### config.mk
export PLATFORM = sky130hd
export DESIGN_NAME = step_axis
export DESIGN_NICKNAME = d
export VERILOG_FILES = /design/src/logic/motor_pkg.sv /design/src/logic/step_axis.sv
export VERILOG_INCLUDE_DIRS = /design/src /design/src/logic
export SDC_FILE = /design/constraint.sdc
export NUM_CORES = 1
export LEC_CHECK = 0
export CORE_MARGIN = 2
export CORE_UTILIZATION = 35
export DETAILED_ROUTE_END_ITERATION = 12
export DONT_BUFFER_PORTS = 1
export GPL_TIMING_DRIVEN = 0
export PLACE_DENSITY = 0.59
export SLEW_MARGIN = 0
export SYNTH_ARGS = -nofsm -noshare
export SYNTH_HDL_FRONTEND = slang
export SYNTH_SLANG_ARGS = --single-unit
### constraint.sdc
create_clock -name clk -period 5.7 [get_ports clk]
set_input_delay 1.14 -clock clk [delete_from_list [all_inputs] [get_ports clk]]
set_output_delay 1.14 -clock clk [all_outputs]
set_load 0.05 [all_outputs]
### src/logic/motor_cfg.svh
`ifndef MOTOR_CFG_SVH
`define MOTOR_CFG_SVH

// datapath widths
`define MOTOR_SPEED_W 16
`define MOTOR_STEP_W 16
`define MOTOR_ADDR_W 9

// speed table entries
`define MOTOR_TBL_DEPTH (1 << `MOTOR_ADDR_W)

`define MOTOR_AXES 2

// settling cycles after a direction change
`define MOTOR_REVERSE_DELAY 4

// smallest half period, keeps a step fetch inside one phase
`define MOTOR_MIN_HALF 8

`endif

### src/logic/motor_pkg.sv
`include "motor_cfg.svh"

package motor_pkg;

	typedef enum logic [1:0] {
		AXIS_IDLE    = 2'd0,
		AXIS_PREPARE = 2'd1,
		AXIS_RUNNING = 2'd2
	} axis_state_e;

	// CMD register view
	typedef struct packed {
		logic [`MOTOR_STEP_W-1:0]    steps;
		logic [32-3-`MOTOR_STEP_W-1:0] spare;
		logic                        dir;
		logic                        stop;
		logic                        start;
	} apb_cmd_t;

	// TBL register view
	typedef struct packed {
		logic [`MOTOR_SPEED_W-1:0]                 speed;
		logic [32-`MOTOR_ADDR_W-`MOTOR_SPEED_W-1:0] spare;
		logic [`MOTOR_ADDR_W-1:0]                  addr;
	} apb_tbl_t;

	typedef union packed {
		apb_cmd_t cmd;
		apb_tbl_t tbl;
	} apb_wword_u;

endpackage

### src/logic/step_axis.sv
`timescale 1ns/1ns
`include "motor_cfg.svh"

module step_axis (
	input  logic                            clk,
	input  logic                            resetn,
	input  logic                            i_start,
	input  logic                            i_stop,
	input  logic                            i_dir,
	input  logic [`MOTOR_STEP_W-1:0]        i_steps,
	input  logic [`MOTOR_SPEED_W-1:0]       i_speed_max,
	input  logic [`MOTOR_ADDR_W-1:0]        i_ramp_len,
	input  logic                            i_grant,
	input  logic                            i_rvalid,
	input  logic [`MOTOR_SPEED_W-1:0]       i_rdata,
	output logic                            o_req,
	output logic [`MOTOR_ADDR_W-1:0]        o_addr,
	output motor_pkg::axis_state_e          o_state,
	output logic                            o_drive,
	output logic                            o_dir,
	output logic signed [`MOTOR_STEP_W-1:0] o_position
);
	localparam int DLY_W = $clog2(`MOTOR_REVERSE_DELAY + 1);

	logic [`MOTOR_STEP_W-1:0]  steps_done;
	logic [`MOTOR_STEP_W-1:0]  steps_left;
	logic                      last_step;
	logic [DLY_W-1:0]          delay_cnt;
	logic [`MOTOR_SPEED_W-1:0] half_cnt;
	logic [`MOTOR_SPEED_W-1:0] speed_cur;
	logic                      spd_valid;
	logic                      fetch_go;
	logic                      f_busy;
	logic                      f_dec;
	logic [`MOTOR_SPEED_W-1:0] acc_val;
	logic [`MOTOR_ADDR_W-1:0]  acc_addr;
	logic [`MOTOR_ADDR_W-1:0]  dec_addr;
	logic [`MOTOR_SPEED_W-1:0] ramp_val;
	logic [`MOTOR_SPEED_W-1:0] spd_pick;
	logic                      do_start;
	logic                      do_stop;
	logic                      rise;
	logic                      fall;

	assign do_start = (o_state == motor_pkg::AXIS_IDLE) && i_start && (i_steps != '0);
	assign do_stop  = (o_state != motor_pkg::AXIS_IDLE) && i_stop;

	// prepare exit doubles as the first rising edge
	assign rise = ((o_state == motor_pkg::AXIS_PREPARE) && spd_valid && (delay_cnt == '0))
		|| ((o_state == motor_pkg::AXIS_RUNNING) && (half_cnt == '0) && !o_drive);
	assign fall = (o_state == motor_pkg::AXIS_RUNNING) && (half_cnt == '0) && o_drive;

	// table addresses saturate at the ramp end
	assign acc_addr = (steps_done < `MOTOR_STEP_W'(i_ramp_len)) ?
		steps_done[`MOTOR_ADDR_W-1:0] : i_ramp_len;
	assign dec_addr = (steps_left < `MOTOR_STEP_W'(i_ramp_len)) ?
		steps_left[`MOTOR_ADDR_W-1:0] : i_ramp_len;

	// slowest of accel, decel and limit
	assign ramp_val = (acc_val > i_rdata) ? acc_val : i_rdata;
	assign spd_pick = (ramp_val > i_speed_max) ? ramp_val : i_speed_max;

	always_ff @(posedge clk) begin
		if (!resetn) begin
			o_state    <= motor_pkg::AXIS_IDLE;
			o_drive    <= 1'b0;
			o_dir      <= 1'b0;
			o_position <= '0;
			half_cnt   <= '0;
			delay_cnt  <= '0;
			last_step  <= 1'b0;
			fetch_go   <= 1'b0;
		end else begin
			fetch_go <= 1'b0;
			if (do_stop) begin
				o_state <= motor_pkg::AXIS_IDLE;
				o_drive <= 1'b0;
			end else if (do_start) begin
				o_state   <= motor_pkg::AXIS_PREPARE;
				o_dir     <= i_dir;
				delay_cnt <= (i_dir != o_dir) ? DLY_W'(`MOTOR_REVERSE_DELAY) : '0;
				last_step <= 1'b0;
				fetch_go  <= 1'b1;
			end else if (rise) begin
				o_state    <= motor_pkg::AXIS_RUNNING;
				o_drive    <= 1'b1;
				half_cnt   <= speed_cur;
				o_position <= o_dir ? o_position - 1'b1 : o_position + 1'b1;
				// no fetch needed after the final step
				if (steps_left == '0) begin
					last_step <= 1'b1;
				end else begin
					fetch_go <= 1'b1;
				end
			end else if (fall) begin
				o_drive  <= 1'b0;
				half_cnt <= speed_cur;
				if (last_step) begin
					o_state <= motor_pkg::AXIS_IDLE;
				end
			end else begin
				if ((o_state == motor_pkg::AXIS_PREPARE) && (delay_cnt != '0)) begin
					delay_cnt <= delay_cnt - 1'b1;
				end
				if (o_state == motor_pkg::AXIS_RUNNING) begin
					half_cnt <= half_cnt - 1'b1;
				end
			end
		end
	end

	always_ff @(posedge clk) begin
		if (do_start) begin
			steps_done <= '0;
			steps_left <= i_steps - 1'b1;
		end else if (rise) begin
			steps_done <= steps_done + 1'b1;
			if (steps_left != '0) begin
				steps_left <= steps_left - 1'b1;
			end
		end
	end

	// two reads per step, accel entry first
	always_ff @(posedge clk) begin
		if (!resetn) begin
			o_req     <= 1'b0;
			f_busy    <= 1'b0;
			f_dec     <= 1'b0;
			spd_valid <= 1'b0;
		end else if (do_stop) begin
			o_req  <= 1'b0;
			f_busy <= 1'b0;
		end else begin
			if (do_start) begin
				spd_valid <= 1'b0;
			end
			if (fetch_go) begin
				o_req  <= 1'b1;
				f_busy <= 1'b1;
				f_dec  <= 1'b0;
			end else if (o_req && i_grant) begin
				o_req <= 1'b0;
			end else if (f_busy && i_rvalid) begin
				if (!f_dec) begin
					o_req <= 1'b1;
					f_dec <= 1'b1;
				end else begin
					f_busy    <= 1'b0;
					spd_valid <= 1'b1;
				end
			end
		end
	end

	always_ff @(posedge clk) begin
		if (fetch_go) begin
			o_addr <= acc_addr;
		end else if (f_busy && i_rvalid && !f_dec) begin
			o_addr  <= dec_addr;
			acc_val <= i_rdata;
		end
		if (f_busy && i_rvalid && f_dec) begin
			speed_cur <= spd_pick;
		end
	end

endmodule

### Word-level counts from Yosys, hierarchy flattened

Cells that the tools add are included.

* output and inout port bits: 30
* word-level logic and storage cells: 138
* bits of input ports: 64
* bits in registers: 118

* magnitude comparators: 4
* reductions and logical operators: 52
* equal/unequal tests: 7
* bitwise operators: 4
* mux-type cells: 46
* add/subtract/negate cells: 7

Operators by type and width (number)
* 16-bit 2-to-1 mux: 9
* 16-bit by 1-bit subtractor with 16-bit output (second input constant): 4
* 9-bit 2-to-1 mux: 4
* 16-bit by 1-bit adder with 16-bit output (second input constant): 2
* 16-bit > comparator: 2
* 16-bit logical NOT: 2
* 16-bit by 9-bit < comparator with 1-bit output: 2
* 16-bit nonzero test: 2
* 1-bit 2-to-1 mux: 25
* 2-bit nonzero test: 10
* 3-bit 2-to-1 mux: 5
* 3-bit AND reduction: 5
* 3-bit nonzero test: 5
* 2-bit AND reduction: 7
* 1-bit logical AND: 13
* 2-bit 2-to-1 mux: 3
* 2-bit != test (second input constant): 3
* 1-bit NOT: 4
* 4-bit AND reduction: 1
* 3-bit logical NOT: 1
* 3-bit by 2-bit != test with 1-bit output (second input constant): 1
* 3-bit OR reduction: 1
* 3-bit by 1-bit subtractor with 3-bit output (second input constant): 1
* 2-bit by 1-bit == test with 1-bit output (second input constant): 1
* other kinds (6): 7

### Depth between registers and ports, before layout

Gate-level depths: netlist of run 1.

* depth in word-level cells: 8
* mapped depth: 20
* gate-level depth less buffers: 18

### Worst setup path before layout of run 1

No wires, ideal clock.

* path kind: input to register
* from: input port i_rdata[1]
* to: register speed_cur[10], data pin
* stages: 20
* setup slack: 0.547 ns
* arrival time: 4.894 ns
* required time: 5.440 ns
* library setup time: 0.260 ns
* buffers on the path: 2
* path through: inv_1 > ha_1 > nor2b_1 > o21a_1 > o21a_1 > o21ai_0 > a21oi_1 > o22ai_2 > buf_2 > mux2_2 > ha_1 > a21o_1 > a21o_1 > a21oi_1 > o21ai_0 > a31o_2 > nor2_1 > a211oi_2 > buf_4 > mux2_2

* longest elaborated chain between the ends: 4

Ends and longest elaborated chain
* start, declared: line step_axis.sv:15 `` input logic [`MOTOR_SPEED_W-1:0] i_rdata, ``
* 16-bit > comparator: line step_axis.sv:60 `assign ramp_val = (acc_val > i_rdata) ? acc_val : i_rdata;`
* 16-bit 2-to-1 mux (*): line step_axis.sv:60
* 16-bit > comparator: line step_axis.sv:61 `assign spd_pick = (ramp_val > i_speed_max) ? ramp_val : i_speed_max;`
* 16-bit 2-to-1 mux (*): line step_axis.sv:61
* net spd_pick[10]: line step_axis.sv:39 `` logic [`MOTOR_SPEED_W-1:0] spd_pick; ``
* end signal, assigned: line step_axis.sv:164 `speed_cur <= spd_pick;`
* end, declared: line step_axis.sv:30 `` logic [`MOTOR_SPEED_W-1:0] speed_cur; ``

Mark *: on every way through the listed nets, which the timed path passes. The rest lies on a longest branch.
A chain may end at the register's enable or synchronous reset.

### Worst setup path in the final report of run 1

* from: input port i_rdata[1]
* to: register speed_cur[12], data pin

Same word-level chain as after synthesis.

==> flow_metrics.tcl, run 1 <==
set metrics [dict create \
    clock_skew_ns 0.0109 \
    n_fill_cell 2156 \
    synth_seq_cells 118 \
    critPathMostFrequentCell "o21a_1" \
    grt_max_degree 21 \
    path_cells "inv_1 -> ha_1 -> nor2b_1 -> o21a_1 -> o21a_1 -> o21ai_0 -> a21oi_1 -> o22ai_2 -> buf_2 -> mux2_2 -> ha_1 -> nor2b_1 -> o21a_1 -> o21a_1 -> o211ai_1 -> a21boi_0 -> o21ai_0 -> a211oi_4 -> buf_4 -> mux2_2" \
    fin_crit_ns 5.32 \
    num_io_pins 94 \
    status "completed" \
    diodes 0 \
    ys.flop_type "dfxtp_1" \
    rsz0062_at_grt "no" \
    yosysSeqAreaShare_pct 37.9 \
    hp-class "reg2reg" \
    dr.pass1.iters 5 \
    worstSetupEndpointType "register" \
    io_buffers 0 \
    dpl.hpwl_um 13900 \
    grt_antenna_before_repair 0 \
    avgSynthCellArea_um2 9.42 \
    root_buffer "clkbuf_16" \
    initial_utilization_pct 35.6 \
    synth_edf_count 57 \
    grt_pass1_wl_um 30400 \
    first_global_vias 5987 \
    path_delay_family "compound AO/OA/AOI/OAI gates" \
    finalNonFillerCells 1135 \
    ctsHoldBuffers 0 \
    cp_slowest_cell "a211oi_4" \
    critical_path_arrival_ns 5.47 \
    final_cell_mix "nor2_1 (79), ha_1 (67), a21oi_1 (63)" \
    cp_max_fo 10 \
    start_kind "primary input" \
    drtAntennaViolNets 0 \
    setup_viol 0 \
    place_congestion 0.853 \
    tightest_slew_ns 1.30 \
    synthCells 822 \
    vdd_drop_max_mv 0.194 \
    die_w_um 153 \
    cts_made_buffers 17 \
    cts_tree "yes" \
    p_per_area_nw_per_um2 267 \
    ys_types 71 \
    fin_crit_sh_pct 93.3 \
    pre_cts_ws_ns -0.203 \
    viasPerCell 5.29 \
    synth_nets 954 \
    htreeDepth 4 \
    cts_sinks 118 \
    final-hold-violation-count 0 \
    cpPeakStageDelay_ns 0.44 \
    maxSlewHeadroom_pct 13.5 \
    drc_errors 0 \
    area_delta_synth_final_pct 12.4 \
    p_leak_nw 3.55 \
    routed_wl_um 18400 \
    clk_latency_ns 0.41 \
    row_count 54 \
    utilization_pct 40.0 \
    path_clk_slew_ns 0.05 \
    die_h_um 153 \
    ctsResizeCount 0 \
    maxCapViolations 0 \
    drive_gt1_share_pct 11.7 \
    drt_iter0_markers 245 \
    worstPathRequired_ns 5.86 \
    synth-async-reset-ratio_pct 0 \
    placed_cells 1103 \
    final.setup.worst_slack_ns 0.385 \
    cts_setup_buffers 0 \
    netlist_area_um2 7750 \
    vias 6003 \
    die_area_um2 23300 \
    grt_util_all_layers_pct 16.0 \
    clock_path_buffers 2 \
    final_common_cell "nor2_1" \
    crit_buf_inv 3 \
    r2r_slack_ns 0.75 \
    worstSetupPathType "in2reg" \
    coreArea_um2 21800 \
    wl_per_cell_um 16.2 \
    ys_warn_count 0 \
    drv_slew 0 \
    grt_remaining_overflow 0 \
    fmax_mhz 188 \
    total_power_w 0.00233 \
    nNetsFinal 974 \
]
path summary, 6_finish.rpt:
check | to | cells past startpoint | startpoint
setup / recovery | speed_cur[12]$_DFFE_PP_ | 20 | i_rdata[1]
hold / removal | half_cnt[15]$_SDFFE_PN0P_ | 2 | half_cnt[15]$_SDFFE_PN0P_
setup reg to reg | speed_cur[12]$_DFFE_PP_ | 19 | acc_val[1]$_DFFE_PP_
hold reg to reg | half_cnt[15]$_SDFFE_PN0P_ | 2 | half_cnt[15]$_SDFFE_PN0P_
tightest hold or removal path, stage by stage (launching register included):
cell and delay (ns):
dfxtp_1 0.31, inv_1 0.06, a21oi_1 0.06
state kept, by name (all words and copies together), names as in the netlist:
register    flops
o_state         2
f_busy          1
o_addr          9
acc_val        16
delay_cnt       3
o_position     16
speed_cur      16
o_drive         1
spd_valid       1
last_step       1
f_dec           1
steps_left     16
o_dir           1
steps_done     16
half_cnt       16
o_req           1
fetch_go        1
stage by stage:
step | hold WS [ns] | setup TNS, ns | area (um^2)
detailed placement | 0.472 | -1.71 | 8120
global route | 0.511 | 0 | 8700
finish | 0.485 | 0 | 8700
global placement | 0.462 | -1.48 | 8100
floorplan | 0.445 | 0 | 7750
CTS | 0.481 | 0 | 8700
synth_stat cells, types with 10 or more instances:
cell | n | area, um^2
a21o_1 | 16 | 120
a21oi_1 | 63 | 315
clkbuf_1 | 10 | 37.5
dfxtp_1 | 61 | 1220
edfxtp_1 | 57 | 1710
ha_1 | 67 | 838
inv_1 | 58 | 218
mux2_2 | 30 | 338
mux2i_1 | 46 | 460
nand2_1 | 58 | 218
nand3_1 | 21 | 105
nand4_1 | 12 | 75.1
nor2_1 | 79 | 297
nor3_1 | 18 | 90.1
nor4_1 | 10 | 62.6
o21ai_0 | 40 | 200
xnor2_1 | 17 | 149
xor2_1 | 20 | 175
layer usage:
metal	GRT usage, %	up-vias	wire length, um
li1	-	3031	-
met3	4.75	24	961
met1	21.1	2824	8670
met2	25.5	124	8480
met4	5.03	0	289
met5	0	-	0
power breakdown:
group	internal (W)	switching (W)
Clock	0.000681	0.000381
Sequential	0.000931	0.0000518
Combinational	0.000128	0.000154
Total	0.00174	0.000587
layout make-up:
cell class | count | area [um^2] | share of cell area [%]
Tap cell | 280 | 350 | 4.02
Clock inverter | 7 | 93.8 | 1.08
Multi-Input combinational cell | 619 | 4460 | 51.2
Clock buffer | 25 | 487 | 5.59
Inverter | 58 | 218 | 2.50
Timing Repair Buffer | 1 | 11.3 | 0.129
Buffer | 27 | 153 | 1.75
Sequential cell | 118 | 2930 | 33.7
cells by family after synthesis:
logic type,share of synthesized area [%]
fa+ha+maj,11.1
compound gates,14.6
mux,10.3
simple gates,17.2
flops,37.9
xor+xnor,4.18
buf+inv,4.78
No activity file was read; power rests on OpenSTA's default activity.
==> run 2: changes to the inputs <==
--- a/config.mk
+++ b/config.mk
@@ -12,7 +12,7 @@
 export DONT_BUFFER_PORTS = 1
 export GPL_TIMING_DRIVEN = 0
 export PLACE_DENSITY = 0.59
-export SLEW_MARGIN = 0
+export SLEW_MARGIN = 20
 export SYNTH_ARGS = -nofsm -noshare
 export SYNTH_HDL_FRONTEND = slang
 export SYNTH_SLANG_ARGS = --single-unit
==> constraint.sdc (replaced) <==
create_clock -name clk -period 5.1 [get_ports clk]
set_input_delay 1.02 -clock clk [delete_from_list [all_inputs] [get_ports clk]]
set_output_delay 1.02 -clock clk [all_outputs]
set_load 0.05 [all_outputs]
==> flow_metrics.tcl, run 2 (synthesis results as in run 1) <==
set metrics [dict create \
    place_congestion 0.853 \
    p_int_w 0.00204 \
    path_clk_slew_ns 0.05 \
    fmax_mhz 212 \
    io_buffers 0 \
    placed_cells 1105 \
    hp-class "reg2reg" \
    critical_path_arrival_ns 4.87 \
    combinationalPowerShare_pct 11.9 \
    clk_latency_ns 0.41 \
    maxCapViolations 0 \
    holdPathStages 2 \
    start_kind "primary input" \
    p_clk_share_pct 47.4 \
    root_buffer "clkbuf_16" \
    fin_crit_ns 4.71 \
    nNetsFinal 978 \
    coreArea_um2 21800 \
    fin_crit_sh_pct 92.4 \
    drc_errors 0 \
    p_leak_nw 3.61 \
    r2r_slack_ns 0.63 \
    worstPathRequired_ns 5.25 \
    final-hold-violation-count 0 \
    grt_pass1_wl_um 30900 \
    num_io_pins 94 \
    die_w_um 153 \
    clock_skew_ns 0.0101 \
    routed_wl_um 18600 \
    cts_sinks 118 \
    grt_max_degree 21 \
    dr.pass1.iters 5 \
    drive_gt1_share_pct 12.5 \
    grt_util_all_layers_pct 16.3 \
    htreeDepth 4 \
    drv_slew 0 \
    worstSetupEndpointType "register" \
    startpoint "i_rdata[1]" \
    viasPerCell 5.29 \
    initial_utilization_pct 35.6 \
    grt_remaining_overflow 0 \
    clock_path_buffers 2 \
    final_common_cell "nor2_1" \
    die_h_um 153 \
    row_count 54 \
    rsz0062_at_grt "no" \
    routedLengthMet1_um 8800 \
    first_global_vias 6090 \
    route.met3.wl_um 941 \
    worstHoldStart "half_cnt[14]$_SDFFE_PN0P_" \
    vias 6030 \
    final_cell_mix "nor2_1 (79), ha_1 (67), a21oi_1 (63)" \
    dr_wl_met2_um 8430 \
    diodes 0 \
    worstSetupPathType "in2reg" \
    grt_antenna_before_repair 0 \
    finalNonFillerCells 1139 \
    die_area_um2 23300 \
    tightest_slew_ns 0.817 \
    p_per_area_nw_per_um2 307 \
    dpl.hpwl_um 14000 \
    maxSlewHeadroom_pct 45.6 \
    wl_per_cell_um 16.3 \
    reg2regPathDepth 19 \
    seq_power_share_pct 40.7 \
    total_power_w 0.00270 \
    status "completed" \
    drt_iter0_markers 284 \
    swShare_pct 24.4 \
    area_delta_synth_final_pct 13.5 \
    power.switching_w 0.000658 \
    routed.top_layer "met4" \
    setup_viol 0 \
    drtAntennaViolNets 0 \
    vdd_drop_max_mv 0.207 \
    cts_made_buffers 17 \
    cp_max_fo 10 \
    reg2reg_from "acc_val[1]$_DFFE_PP_" \
    cts_tree "yes" \
]
==> run 2: cell count changes in the layout (fill, tap and decap cells not counted), sizes merged <==
cell and delta:
bufinv +1, clkinvlp -3, buf +4, clkinv +3, inv -1
==> run 2: area by class of cell <==
cell class / instances / area [um^2]
clock buffers: 25 / 518
clock inverters: 7 / 114
flip-flops and latches: 118 / 2930
well taps: 280 / 350
fillers: 2137 / 13000
repair buffers: 5 / 41.3
plain buffers: 27 / 155
multi-input cells: 619 / 4460
inverters: 58 / 218
==> run 2: path summary, 6_finish.rpt <==
check                         endpoint
max            speed_cur[12]$_DFFE_PP_
min          half_cnt[14]$_SDFFE_PN0P_
max reg2reg    speed_cur[12]$_DFFE_PP_
min reg2reg  half_cnt[14]$_SDFFE_PN0P_
==> run 2: per-stage QoR <==
step                      worst slack [ns]  hold slack, ns  util [%]  TNS [ns]  instance area [um^2]
final                                0.386           0.477      40.4         0                  8790
after global routing                 0.148           0.506      40.4         0                  8790
after CTS                            0.186           0.477      40.4         0                  8780
after detailed placement            -0.653           0.473      37.4     -8.34                  8130
after global placement              -0.655           0.462      37.2     -8.41                  8100
after floorplan                     0.0667           0.445         -         0                  7750
==> run 2: timing repair <==
item / 4_1_cts / 5_1_grt
hold buffers: 0 / 0
gates resized for setup: 2 / 0
setup endpoints to repair: 9 / 14
hold endpoints to repair: 0 / 0
setup buffers: 1 / 1
pin swaps: 1 / 1
==> run 2: worst max-delay path, stage by stage <==
cell and delay (ns):
inv_1 0.02, ha_1 0.29, nor2b_1 0.13, o21a_1 0.16, o21a_1 0.17, o21ai_0 0.19
a21oi_1 0.11, o22ai_2 0.19, buf_4 0.23, mux2_2 0.37, ha_1 0.31, nor2b_1 0.14
o21a_1 0.16, o21a_1 0.16, o211ai_1 0.17, a21boi_0 0.10, o21ai_0 0.30, a211oi_4 0.12
buf_4 0.21, mux2_2 0.30
==> run 2: power by group through the flow <==
stage / combinational (W) / sequential (W) / clock (W)
global route: 0.000362 / 0.00110 / 0.00135
global placement: 0.000308 / 0.00112 / 0
finish: 0.000320 / 0.00110 / 0.00128
detailed placement: 0.000314 / 0.00112 / 0
CTS: 0.000321 / 0.00110 / 0.00131
floorplan: 0.000247 / 0.00111 / 0
==> run 2: per-layer routing <==
metal	up-vias	GRT usage, %
li1	3030	-
met1	2857	21.4
met2	117	25.6
met3	26	4.69
met4	0	6.31
met5	-	0
