**src/logic/motor_cfg.svh**
```systemverilog
`ifndef MOTOR_CFG_SVH
`define MOTOR_CFG_SVH

// datapath widths
`define MOTOR_SPEED_W 16
`define MOTOR_STEP_W 16
`define MOTOR_ADDR_W 9

// speed table entries
`define MOTOR_TBL_DEPTH (1 << `MOTOR_ADDR_W)

`define MOTOR_AXES 2

// settling cycles after a direction change
`define MOTOR_REVERSE_DELAY 4

// smallest half period, keeps a step fetch inside one phase
`define MOTOR_MIN_HALF 8

`endif

```
**src/logic/motor_pkg.sv**
```systemverilog
`include "motor_cfg.svh"

package motor_pkg;

	typedef enum logic [1:0] {
		AXIS_IDLE    = 2'd0,
		AXIS_PREPARE = 2'd1,
		AXIS_RUNNING = 2'd2
	} axis_state_e;

	// CMD register view
	typedef struct packed {
		logic [`MOTOR_STEP_W-1:0]    steps;
		logic [32-3-`MOTOR_STEP_W-1:0] spare;
		logic                        dir;
		logic                        stop;
		logic                        start;
	} apb_cmd_t;

	// TBL register view
	typedef struct packed {
		logic [`MOTOR_SPEED_W-1:0]                 speed;
		logic [32-`MOTOR_ADDR_W-`MOTOR_SPEED_W-1:0] spare;
		logic [`MOTOR_ADDR_W-1:0]                  addr;
	} apb_tbl_t;

	typedef union packed {
		apb_cmd_t cmd;
		apb_tbl_t tbl;
	} apb_wword_u;

endpackage

```
**src/logic/apb_regs.sv**
```systemverilog
`timescale 1ns/1ns
`include "motor_cfg.svh"

module apb_regs (
	input  logic                            clk,
	input  logic                            resetn,
	input  logic                            i_psel,
	input  logic                            i_penable,
	input  logic                            i_pwrite,
	input  logic [7:0]                      i_paddr,
	input  logic [31:0]                     i_pwdata,
	input  motor_pkg::axis_state_e          i_state [`MOTOR_AXES],
	input  logic [`MOTOR_AXES-1:0]          i_dir,
	input  logic signed [`MOTOR_STEP_W-1:0] i_position [`MOTOR_AXES],
	output logic [31:0]                     o_prdata,
	output logic [`MOTOR_AXES-1:0]          o_start,
	output logic [`MOTOR_AXES-1:0]          o_stop,
	output logic [`MOTOR_AXES-1:0]          o_cmd_dir,
	output logic [`MOTOR_STEP_W-1:0]        o_cmd_steps [`MOTOR_AXES],
	output logic [`MOTOR_SPEED_W-1:0]       o_speed_max [`MOTOR_AXES],
	output logic [`MOTOR_ADDR_W-1:0]        o_ramp_len,
	output logic                            o_tbl_we,
	output logic [`MOTOR_ADDR_W-1:0]        o_tbl_addr,
	output logic [`MOTOR_SPEED_W-1:0]       o_tbl_data
);
	localparam logic [7:0] TBL_ADDR  = 8'h40;
	localparam logic [7:0] RAMP_ADDR = 8'h44;

	motor_pkg::apb_wword_u wword;
	logic                  wr_en;
	logic [3:0]            blk;
	logic [1:0]            reg_sel;

	assign wword   = i_pwdata;
	assign wr_en   = i_psel & i_penable & i_pwrite;
	// axis block index and register within the block
	assign blk     = i_paddr[7:4];
	assign reg_sel = i_paddr[3:2];

	// command strobes and config registers
	always_ff @(posedge clk) begin
		if (!resetn) begin
			o_start    <= '0;
			o_stop     <= '0;
			o_ramp_len <= '0;
			for (int n = 0; n < `MOTOR_AXES; n++) begin
				o_speed_max[n] <= '0;
			end
		end else begin
			for (int n = 0; n < `MOTOR_AXES; n++) begin
				o_start[n] <= wr_en && (blk == 4'(n)) && (reg_sel == 2'd0) && wword.cmd.start;
				o_stop[n]  <= wr_en && (blk == 4'(n)) && (reg_sel == 2'd0) && wword.cmd.stop;
				if (wr_en && (blk == 4'(n)) && (reg_sel == 2'd1)) begin
					o_speed_max[n] <= i_pwdata[`MOTOR_SPEED_W-1:0];
				end
			end
			if (wr_en && (i_paddr == RAMP_ADDR)) begin
				o_ramp_len <= i_pwdata[`MOTOR_ADDR_W-1:0];
			end
		end
	end

	// move parameters, sampled alongside the start strobe
	always_ff @(posedge clk) begin
		for (int n = 0; n < `MOTOR_AXES; n++) begin
			if (wr_en && (blk == 4'(n)) && (reg_sel == 2'd0)) begin
				o_cmd_dir[n]   <= wword.cmd.dir;
				o_cmd_steps[n] <= wword.cmd.steps;
			end
		end
	end

	assign o_tbl_we   = wr_en && (i_paddr == TBL_ADDR);
	assign o_tbl_addr = wword.tbl.addr;
	assign o_tbl_data = wword.tbl.speed;

	always_comb begin
		o_prdata = '0;
		for (int n = 0; n < `MOTOR_AXES; n++) begin
			if (blk == 4'(n)) begin
				case (reg_sel)
					2'd1: o_prdata = 32'(o_speed_max[n]);
					// busy covers prepare as well as running
					2'd2: o_prdata = {30'b0, i_dir[n], i_state[n] != motor_pkg::AXIS_IDLE};
					2'd3: o_prdata = 32'(i_position[n]);
					default: o_prdata = '0;
				endcase
			end
		end
		if (i_paddr == RAMP_ADDR) begin
			o_prdata = 32'(o_ramp_len);
		end
	end

endmodule

```
**config.mk**
```make
export PLATFORM = sky130hd
export DESIGN_NAME = apb_regs
export DESIGN_NICKNAME = d
export VERILOG_FILES = /design/src/logic/motor_pkg.sv /design/src/logic/apb_regs.sv
export VERILOG_INCLUDE_DIRS = /design/src /design/src/logic
export SDC_FILE = /design/constraint.sdc
export NUM_CORES = 1
export LEC_CHECK = 0
export BUFFER_PORTS_ARGS = -buffer_cell sky130_fd_sc_hd__buf_2
export CAP_MARGIN = 20
export CORE_AREA = 2 2 96 98
export CTS_CLUSTER_DIAMETER = 40
export DETAILED_ROUTE_END_ITERATION = 10
export DIE_AREA = 0 0 98 100
export GPL_ROUTABILITY_DRIVEN = 0
export GPL_TIMING_DRIVEN = 0
export PLACE_DENSITY = 0.81
export SETUP_SLACK_MARGIN = 0.4
export SYNTH_ARGS = -nofsm -noshare
export SYNTH_HDL_FRONTEND = slang
export SYNTH_SLANG_ARGS = --single-unit
```
**constraint.sdc**
```tcl
create_clock -name clk -period 3.1 [get_ports clk]
set_input_delay 0.465 -clock clk [delete_from_list [all_inputs] [get_ports clk]]
set_output_delay 0.465 -clock clk [all_outputs]
set_load 0.05 [all_outputs]
```
Yosys cells after proc, flatten, opt, wreduce, memory -nomap -nowiden
Cells that the tools add are included.
- flip-flop bits (word level): 79
- input bits: 83
- output and inout port bits: 137
- word-level logic and storage cells: 38
- eq/ne operators: 6
- multiplexer cells: 5
- bitwise gates (word level): 2
- reduce and logical (&&, ||, !) cells: 16
- operator list (kind ; number):
    32-bit case mux with 3 select lines ; 2
    32-bit two-way mux ; 3
    8-bit by 7-bit equality test with 1-bit output (second input constant) ; 2
    1-bit logical AND ; 12
    2-bit equality test (second input constant) ; 2
    4-bit by 1-bit equality test with 1-bit output (second input constant) ; 1
    4-bit zero test ; 1
    2-bit nonzero test ; 2
    1-bit bitwise AND ; 2
    2-bit by 1-bit equality test with 1-bit output (second input constant) ; 1
    2-bit zero test ; 1

Longest topological paths before layout
Gate-level depths: netlist of run 1.
- depth after elaboration: 5
- mapped depth: 6

Worst setup path before layout of run 1
No wires, ideal clock.
- path type: input -> output
- start point: in i_paddr[6]
- end point: out o_prdata[11]
- arrival: 3.158 ns
- data required time: 2.635 ns
- slack: -0.523 ns
- stages: 6
- path buffers: 2
- cells stage by stage: or4_1 > buf_2 > nor2_1 > buf_2 > a221oi_1 > nor4_1
- cells in the longest elaborated chain, start to end: 4
- RTL lines (element ; RTL line ; RTL):
    start: declaration ; apb_regs.sv:10 ; input logic [7:0] i_paddr,
    4-bit zero test ; apb_regs.sv:80 ; if (blk == 4'(n)) begin
    32-bit two-way mux (2 in a row) ; apb_regs.sv:80 ;
    32-bit two-way mux (*) ; apb_regs.sv:90 ; if (i_paddr == RAMP_ADDR) begin
    end: declaration ; apb_regs.sv:15 ; output logic [31:0] o_prdata,
Mark *: on every way between the ends. The rest lies on a longest branch, timed or not.

Final worst setup path of run 1
- start point: in i_paddr[6]
- end point: out o_prdata[7]
Same word-level chain as after synthesis.

==> impl_results.md, run 1 <==
* P per Cell Area at between 300 and 400 nW/µm²
* Post-place setup slack at -363 ps
* Antenna violations before repair at 1
* Drt via density at around 5
* Worst Path Arrival at roughly 2200 ps
* Pin count of the biggest net entering global routing at 18
* Layout fillers at between 700 and 800
* Syn avg cell area at 11.2 µm²
* Status: completed
* Crit. End Element: primary output
* Top FF cell, synth: dfxtp_1
* DRC violations left at 0
* Worst-Skew Late Latency at around 340 ps
* CTS root buffer: clkbuf_8
* Worst slew pin tran at ~750 ps
* Setup ws final at about 470 ps
* Final hold vios at 0
* First-pass GRT wire length at about 18000 µm
* Post-Route WL at between 10000 and 15000 µm
* Area share of the largest cell type after synthesis at between 20% and 30%
* CP dominant cell by count: buf_6
* P_int at about 1.5 mW
* Max-slew violation count at 0
* Die Wd at 98 µm
* Placed instance area at a little over 5000 µm²
* GR Overflow Total at 0
* DRT iter0 DRCs at 97
* I/O pins at 220
* CP top delay family: buffers and inverters
* Starting Density at 42.2%
* CTS buffer count at 9
* Switching part of the total power at 27.6%
* Vias at 3481
* Final setup viols at 0
* Full die area at ~9800 µm²
* Min Tclk post-route at 2630 ps
* I/O Buffers at between 200 and 250
* N_diodes at 0
* Worst-path clk slew at 80 ps
* Logic pwr share at 15.1%
* Synth unique cells at 32
* Crit path launch type: primary input
* Slew headroom at between 40% and 50%
* Clock Tree Buf Depth at 2
* Seq pwr share at roughly 53%
* Critical path, cell by cell: buf_2 -> or4_1 -> buf_4 -> nor2_4 -> buf_6 -> buf_12 -> a21oi_1 -> a21oi_2 -> buf_6
* Total number of H-tree levels at 3
* Nets at approximately 660
* Syn Nets at 419
* Synth cell count leaders: dfxtp_1 (45), nor2b_1 (43), mux2i_1 (42)
* Switching pwr at roughly 0.57 mW
* FP Rows at 35
* Peak VDD IR at 0.000227 V
* Dpl cells at approximately 670
* Post-cts hold buffer count at 0
* WP buf/inv at 5
* Finished Layout Cells at 690
* Slowest stage delay, CP at a little over 500 ps
* Async set-reset flop share out of synthesis at 0%
* Design area at between 5000 and 6000 µm²
* Area Growth Syn to Fin at 46.0%
* Final ANT Viol Nets at 0
* Synthesis Warnings at 0
* CP max FO at 6
* WP data required at about 2600 ps
* All-layer global routing usage at around a quarter
* Final setup skew at 0 ps
* First-pass detailed-route iteration total at 4
* Post-synthesis sequential area ratio at between 50% and 60%
* RSZ-0062 raised after global routing: true
* Area leader, netlist: edfxtp_1
* Clock power frac at 32.2%
* Post-synth EDFFs at 34
* Clk sinks at 79
* Ranking of synthesized cells by area: edfxtp_1 (27%), dfxtp_1 (24%), mux2i_1 (11%)
* Cell with the most instances after synthesis: dfxtp_1
* Die Y at about 100 µm
* Yosys reg bits at between 70 and 80
* Final period util at a little over four fifths
* TritonCTS clock tree: yes
* Setup TNS at 0 ps
* Layout cell share with drive strength beyond 1 at approximately 56%
* Mapped Area at about 3800 µm²
* Routed WL per cell at around 17 µm
* Core area at 8890 µm²
* Vias in the first global route at between 3k and 4k
* Overall Power at 2.06 mW
* Tightest Hold Check Type: primary input to flop
* FMAX at approximately 380 MHz
* Dpl hpwl at between 8000 and 9000 µm
* P_leak at about 2.5 nW
* Max Cap Violations at 0
* Post-Syn Instances at about 340
* CP max stage cell: or4_1
* Crit Path Category: primary input to primary output
power groups by stage:
stage | clock network [mW] | logic, mW | registers [mW]
2_1_floorplan | 0 | 0.179 | 1.11
6_report | 0.662 | 0.310 | 1.08
5_1_grt | 0.722 | 0.328 | 1.08
3_3_place_gp | 0 | 0.293 | 1.11
3_5_place_dp | 0 | 0.298 | 1.11
4_1_cts | 0.677 | 0.308 | 1.08
path summary, 6_finish.rpt:
check        cells past startpoint  slack [ps]                        start                           to
min                              1         330                 i_pwdata[22]    o_cmd_steps[22]$_DFFE_PP_
max                              9         470                   i_paddr[6]                  o_prdata[7]
max reg2reg                      2        2430   o_ramp_len[7]$_SDFFE_PN0P_   o_ramp_len[7]$_SDFFE_PN0P_
min reg2reg                      2         540  o_speed_max[7]$_SDFFE_PN0P_  o_speed_max[7]$_SDFFE_PN0P_
flip-flops by register name, summed over array words and instances (netlist names):
name         flops
o_ramp_len       9
o_speed_max     32
o_cmd_steps     32
o_cmd_dir        2
o_stop           2
o_start          2
cell type report:
class	instances	area [µm²]	area share, %
inverter	2	7.51	0.137
sequential	79	1920	35.1
clock inverter	6	35.0	0.640
tap	111	139	2.54
clock buffer	10	128	2.33
multi-input combinational	195	1560	28.4
buffer	60	438	8.00
timing repair buffer	227	1250	22.8
cells in the final DEF, fill, tap and decap left out, types with 7 or more instances in the layout:
master / n
buf_2: 207
buf_4: 53
dfxtp_1: 45
nor2b_1: 43
mux2i_1: 42
edfxtp_1: 34
nor2_1: 13
a21oi_1: 13
mux2_2: 11
clkbuf_8: 10
clkbuf_1: 8
nand2b_1: 7
a32oi_1: 7
a21oi_2: 7
metal layers:
layer | GRT usage, % | part of all wire [%]
met1 | 28.1 | 40
met2 | 42.2 | 51
met3 | 5.08 | 8.0
met4 | 8.23 | 1.1
met5 | 0 | 0.16
metrics by stage:
stage | util (%) | hold slack [ps]
finish | 61.6 | 326
floorplan | - | 564
detailed placement | 57.3 | 530
global route | 61.6 | 320
global placement | 57.3 | 515
CTS | 60.8 | 315
what timing repair did:
action	CTS	global route
gates cloned	0	0
endpoints found under the setup margin	49	27
pin swaps	3	6
resized for setup	24	14
setup buffers	6	2
kinds of logic (layout without fill, tap and decap cells):
group / count (synthesis) / in the layout / share of synthesized area (%)
AOI/OAI and AO/OA: 44 / 44 / 7.71
DFF: 79 / 79 / 51.2
and+or+nand+nor: 98 / 98 / 15.5
buffers and inverters: 62 / 305 / 11.0
muxes: 53 / 53 / 14.5
Power figures use the tool's default switching activity.
==> inputs of run 2 (changes only) <==
CORE_AREA = 2 2 100 102   (was 2 2 96 98)
DIE_AREA = 0 0 102 104   (was 0 0 98 100)
PLACE_DENSITY = 0.78   (was 0.81)
clock period = 2.25 ns   (was 3.1 ns; I/O delays follow)
==> impl_results.md, run 2 (synthesis gave the netlist of run 1 again) <==
* Seq pwr share at 45.3% (was 52.7%)
* Post-Route WL at 14000 µm (was 11900 µm)
* Dpl cells at 688 (was 666)
* Max-slew violation count at 0 (unchanged)
* Starting Density at 39.3% (was 42.2%)
* DRT iter0 DRCs at 155 (was 97)
* Layout cell share with drive strength beyond 1 at 62.7% (was 56.1%)
* Clock Tree Buf Depth at 2 (unchanged)
* GRT met1 Usage at 29.3% (was 28.1%)
* Pin count of the biggest net entering global routing at 18 (unchanged)
* Setup TNS at -648 ps (was 0 ps)
* GR Overflow Total at 0 (unchanged)
* RSZ-0062 raised after global routing: true (unchanged)
* Status: finished, violations left (was completed)
* FMAX at ~430 MHz
* Crit path launch type: primary input (unchanged)
* Dpl hpwl at 9370 µm (was 8990 µm)
* Worst slew pin tran at 762 ps (was 751 ps)
* Layout fillers at 711 (was 755)
* Tightest Hold Check Type: primary input to flop (unchanged)
* Worst-path clk slew at 90 ps (was 80 ps)
* Vias in the first global route at 3681 (was 3368)
* Final setup skew at 0 ps (unchanged)
* Critical path, cell by cell: buf_8 -> or4_4 -> buf_8 -> nor2_4 -> buf_4 -> a221oi_1 -> nor4_4 -> buf_6 (was buf_2 -> or4_1 -> buf_4 -> nor2_4 -> buf_6 -> buf_12 -> a21oi_1 -> a21oi_2 -> buf_6)
* CP max stage cell: or4_4 (was or4_1)
* Max Cap Violations at 0 (unchanged)
* Die Wd at 102 µm (was 98 µm)
* Commonest non-fill, non-tap cell in the layout: buf_2 (unchanged)
* Min Tclk post-route at about 2300 ps
* Core area at 9550 µm² (was 8890 µm²)
* I/O pins at 220 (unchanged)
* Total number of H-tree levels at 3 (unchanged)
* Final ANT Viol Nets at 0 (unchanged)
* N_diodes at 0 (unchanged)
* CP top delay family: simple AND/OR/NAND/NOR gates (was buffers and inverters)
* Met3 Use GR at 4.64% (was 5.08%)
* Clk sinks at 79 (unchanged)
* Worst Path Arrival at 1980 ps (was 2160 ps)
* CP dominant cell by count: buf_8 (was buf_6)
* TritonCTS clock tree: yes (unchanged)
* DRC violations left at 0 (unchanged)
* Setup ws final at -72.1 ps (was 470 ps)
* WP data required at 1910 ps (was 2630 ps)
* All-layer global routing usage at 24.8% (was 23.6%)
* CP max FO at 3 (was 6)
* Area Growth Syn to Fin at 74.4% (was 46.0%)
* Final hold vios at 0 (unchanged)
* Slew headroom at 49.2% (was 49.9%)
* Switching part of the total power at 25.8% (was 27.6%)
* Met2 Use GR at 43.0% (was 42.2%)
* Final period util at 103%
* Final setup viols at 11 (was 0)
* Full die area at 10600 µm² (was 9800 µm²)
* First-pass detailed-route iteration total at 4 (unchanged)
* First-pass GRT wire length at 19800 µm (was 17900 µm)
* Finished Layout Cells at 736 (was 690)
* Crit Path Category: primary input to primary output (unchanged)
* Nets at 681 (was 657)
* Crit. End Element: primary output (unchanged)
* Clock power frac at 39.1% (was 32.2%)
* Peak VDD IR at 0.000254 V (was 0.000227 V)
* P_leak at 2.84 nW (was 2.54 nW)
* Vias at 3688 (was 3481)
* I/O Buffers at 219 (unchanged)
* Gr busiest metal: met2 (unchanged)
* Failing checks: negative setup slack
* Die Y at 104 µm (was 100 µm)
* Largest registers: o_cmd_steps (32), o_speed_max (32), o_ramp_len (9) (unchanged)
* CTS root buffer: clkbuf_8 (unchanged)
* WP buf/inv at 4 (was 5)
* Logic pwr share at 15.6% (was 15.1%)
* Worst-Skew Late Latency at 340 ps (about the same)
* Switching pwr at 0.853 mW (was 0.569 mW)
* Routed WL per cell at 19.0 µm (was 17.3 µm)
* Overall Power at 3.30 mW (was 2.06 mW)
* P_int at 2.45 mW (was 1.49 mW)
* P per Cell Area at 505 nW/µm² (was 376 nW/µm²)
* Slowest stage delay, CP at 530 ps (was 510 ps)
* Antenna violations before repair at 0 (was 1)
* FP Rows at 36 (was 35)
* CTS buffer count at 9 (unchanged)
* Drt via density at 5.01 (was 5.04)
* Commonest non-fill, non-tap cells in the layout: buf_2 (187), buf_4 (49), dfxtp_1 (45) (was buf_2 (207), buf_4 (53), dfxtp_1 (45))
run 2: cell count changes in the layout (fill, tap and decap cells not counted), moves of 4 or more:
cell / before / now
clkbuf_2: 5 / 1
a32oi_1: 7 / 0
buf_8: 3 / 19
a21oi_4: 0 / 7
buf_6: 4 / 32
a32oi_4: 0 / 6
buf_4: 53 / 49
buf_2: 207 / 187
a21oi_2: 7 / 0
a221oi_1: 6 / 2
run 2: what timing repair did:
item                                    4_1_cts  5_1_grt
setup buffers                                17       11
cloned                                        4        0
pin swaps                                    23       10
endpoints found under the setup margin       86       66
hold buffers                                  0        0
resized for setup                           123       18
run 2: power groups by stage:
stage          Clock, mW  Combinational [mW]  Sequential (mW)
3_3_place_gp           0               0.424             1.53
6_report            1.29               0.516             1.49
2_1_floorplan          0               0.261             1.53
5_1_grt             1.36               0.538             1.49
4_1_cts             1.31               0.497             1.49
3_5_place_dp           0               0.430             1.53
run 2: final cells by class:
cell class	count	area [µm²]	area share, %
clock inverter	7	120	1.84
inverter	2	15.0	0.229
multi-input combinational	195	1890	28.8
tap	133	166	2.54
timing repair buffer	251	1770	27.0
buffer	60	542	8.28
clock buffer	9	124	1.89
sequential	79	1920	29.4
run 2: worst paths after layout:
path / from / end / slack, ps / depth (start not counted)
hold reg to reg: o_speed_max[9]$_SDFFE_PN0P_ / o_speed_max[9]$_SDFFE_PN0P_ / 540 / 2
setup / recovery: i_paddr[4] / o_prdata[9] / -70 / 8
setup reg to reg: o_ramp_len[1]$_SDFFE_PN0P_ / o_ramp_len[1]$_SDFFE_PN0P_ / 1520 / 2
hold / removal: i_pwdata[24] / o_cmd_steps[24]$_DFFE_PP_ / 190 / 1
run 2: through the flow:
stage | setup slack [ps] | hold WS (ps) | util, % | area (µm²)
after floorplan | -50.6 | 436 | - | 4070
after global placement | -450 | 521 | 55.9 | 5340
after detailed placement | -509 | 532 | 55.9 | 5340
after CTS | -79.6 | 173 | 66.6 | 6360
after global routing | -107 | 180 | 68.5 | 6540
final | -72.1 | 192 | 68.5 | 6540
run 2: per-layer routing:
metal	part of all wire (%)	routed length, µm
met1	39	5520
met2	51	7140
met3	6.5	907
met4	2.9	412
met5	0	0
==> inputs of run 3 (changes only) <==
BUFFER_PORTS_ARGS = -buffer_cell sky130_fd_sc_hd__buf_4   (was -buffer_cell sky130_fd_sc_hd__buf_2)
CORE_AREA = 3 3 97 99   (was 2 2 100 102)
DIE_AREA = 0 0 100 102   (was 0 0 102 104)
PLACE_DENSITY = 0.81   (was 0.78)
clock period = 2.2 ns   (was 2.25 ns; I/O delays follow)
==> impl_results.md, run 3 (synthesis gave the netlist of run 1 again) <==
* Status: finished, violations left (unchanged)
* Failing checks: negative setup slack (unchanged)
* Worst Path Arrival at 1990 ps (was 1980 ps)
* Peak VDD IR at 0.000331 V (was 0.000254 V)
* Drt via density at 5.24 (was 5.01)
* WP buf/inv at 5 (was 4)
* Tightest Hold Check Type: primary input to flop (unchanged)
* DRC violations left at 0 (unchanged)
* Max-slew violation count at 0 (unchanged)
* Final period util at 106%
* Die Wd at 100 µm (was 102 µm)
* Final ANT Viol Nets at 0 (unchanged)
* WP data required at 1870 ps (was 1910 ps)
* Vias in the first global route at 3877 (was 3681)
* Max Cap Violations at 0 (unchanged)
* Worst slew pin tran at 834 ps (was 762 ps)
* Core area at 8640 µm² (was 9550 µm²)
* Pin count of the biggest net entering global routing at 18 (unchanged)
* Starting Density at 43.4% (was 39.3%)
* CP max stage cell: or4_4 (unchanged)
* Nets at 688 (was 681)
* Largest registers: o_cmd_steps (32), o_speed_max (32), o_ramp_len (9) (unchanged)
* First-pass detailed-route iteration total at 4 (unchanged)
* Routed WL per cell at 21.1 µm (was 19.0 µm)
* Dpl hpwl at 9770 µm (was 9370 µm)
* I/O pins at 220 (unchanged)
* Crit. End Element: primary output (unchanged)
* Die Y at 102 µm (was 104 µm)
* Final hold vios at 0 (unchanged)
* Post-cts hold buffer count at 0 (unchanged)
* Setup ws final at -122 ps (was -72.1 ps)
* Total number of H-tree levels at 3 (unchanged)
* Placed instance area at 5860 µm² (was 5340 µm²)
* All-layer global routing usage at 27.2% (was 24.8%)
* Post-Route WL at 15100 µm (was 14000 µm)
* RSZ-0062 raised after global routing: true (unchanged)
* Full die area at 10200 µm² (was 10600 µm²)
* Commonest non-fill, non-tap cell in the layout: buf_4 (was buf_2)
* Post-place setup slack at -506 ps (was -509 ps)
* Vias at 3765 (was 3688)
* Area Growth Syn to Fin at 93.2% (was 74.4%)
* CP max FO at 5 (was 3)
* Antenna violations before repair at 0 (unchanged)
* Layout cell share with drive strength beyond 1 at 65.4% (was 62.7%)
* I/O Buffers at 219 (unchanged)
* FP Rows at 34 (was 36)
* Flop2flop setup slack at 1400 ps (was 1520 ps)
* Worst-path clk slew at 80 ps (was 90 ps)
* FMAX at 431 MHz
* GR Overflow Total at 0 (unchanged)
* Final core utilization at 83.9% (was 68.5%)
* Critical path, cell by cell: buf_8 -> or4_4 -> buf_8 -> nor2_4 -> buf_6 -> buf_12 -> a221oi_4 -> nor4_4 -> buf_6 (was buf_8 -> or4_4 -> buf_8 -> nor2_4 -> buf_4 -> a221oi_1 -> nor4_4 -> buf_6)
* Min Tclk post-route at 2320 ps
* Crit path launch type: primary input (unchanged)
* P_leak at 3.01 nW (was 2.84 nW)
* Commonest non-fill, non-tap cells in the layout: buf_4 (225), dfxtp_1 (44), nor2b_1 (43) (was buf_2 (187), buf_4 (49), dfxtp_1 (45))
* Final setup skew at 0 ps (unchanged)
* Slew headroom at 44.4% (was 49.2%)
* Clk sinks at 79 (unchanged)
* Clock Tree Buf Depth at 2 (unchanged)
* Crit Path Category: primary input to primary output (unchanged)
* Final setup viols at 28 (was 11)
* TritonCTS clock tree: yes (unchanged)
* DRT iter0 DRCs at 153 (was 155)
* N_diodes at 0 (unchanged)
* First-pass GRT wire length at 21100 µm (was 19800 µm)
* Worst-Skew Late Latency at 340 ps (about the same)
* Slowest stage delay, CP at 510 ps (was 530 ps)
* CTS buffer count at 9 (unchanged)
* P per Cell Area at 442 nW/µm² (was 505 nW/µm²)
* CP top delay family: simple AND/OR/NAND/NOR gates (unchanged)
* CTS root buffer: clkbuf_8 (unchanged)
* Design area at 7250 µm² (was 6540 µm²)
==> run 3: where the power goes <==
| part | switching (mW) | leakage, nW | internal [mW] |
|---|---|---|---|
| clock | 0.539 | 0.0891 | 0.530 |
| combinational | 0.323 | 2.25 | 0.282 |
| sequential | 0.00132 | 0.668 | 1.53 |
==> run 3: stage by stage <==
step / instances / hold WS [ps] / power [mW] / setup TNS, ps
after global placement: 663 / 524 / 2.06 / -12560
after detailed placement: 663 / 527 / 2.06 / -15740
after global routing: 718 / 144 / 3.31 / -2830
final: 718 / 172 / 3.20 / -1480
after floorplan: 336 / 429 / 1.84 / -1280
after CTS: 709 / 157 / 3.19 / -831
==> run 3: worst reg2reg max path: stages, from the launching register on <==
cell	delay [ps]
dfxtp_1	430
mux2i_1	120
nor2b_1	170
==> run 3: repair_timing <==
item                                    in CTS  in global routing
setup buffers                               27                  8
endpoints found under the setup margin      78                 79
resized for setup                          122                 31
gates cloned                                 3                  1
endpoints found under the hold margin        0                  0
pin swaps                                   28                  8
==> run 3: final cells by class <==
cell class | instances | area [µm²]
clock buffers | 10 | 128
flip-flops and latches | 79 | 1920
inverters | 2 | 15.0
multi-input cells | 195 | 2010
plain buffers | 60 | 579
well taps | 108 | 135
clock inverters | 6 | 70.1
fillers | 422 | 1390
repair buffers | 258 | 2390
==> run 3: final timing paths <==
path	cells past startpoint	end	from
worst max-delay path	9	o_prdata[11]	i_paddr[7]
worst min-delay path	1	o_cmd_steps[22]$_DFFE_PP_	i_pwdata[22]
worst max register to register	2	o_speed_max[19]$_SDFFE_PN0P_	o_speed_max[19]$_SDFFE_PN0P_
worst min register to register	2	o_speed_max[2]$_SDFFE_PN0P_	o_speed_max[2]$_SDFFE_PN0P_
==> run 3: layer usage <==
metal,share of wire [%],vias to the layer above,track usage [%]
met5,0,-,0
met4,2.2,0,10.4
met3,8.8,31,7.10
met2,51,219,47.5
met1,38,1814,32.4
li1,-,1701,-
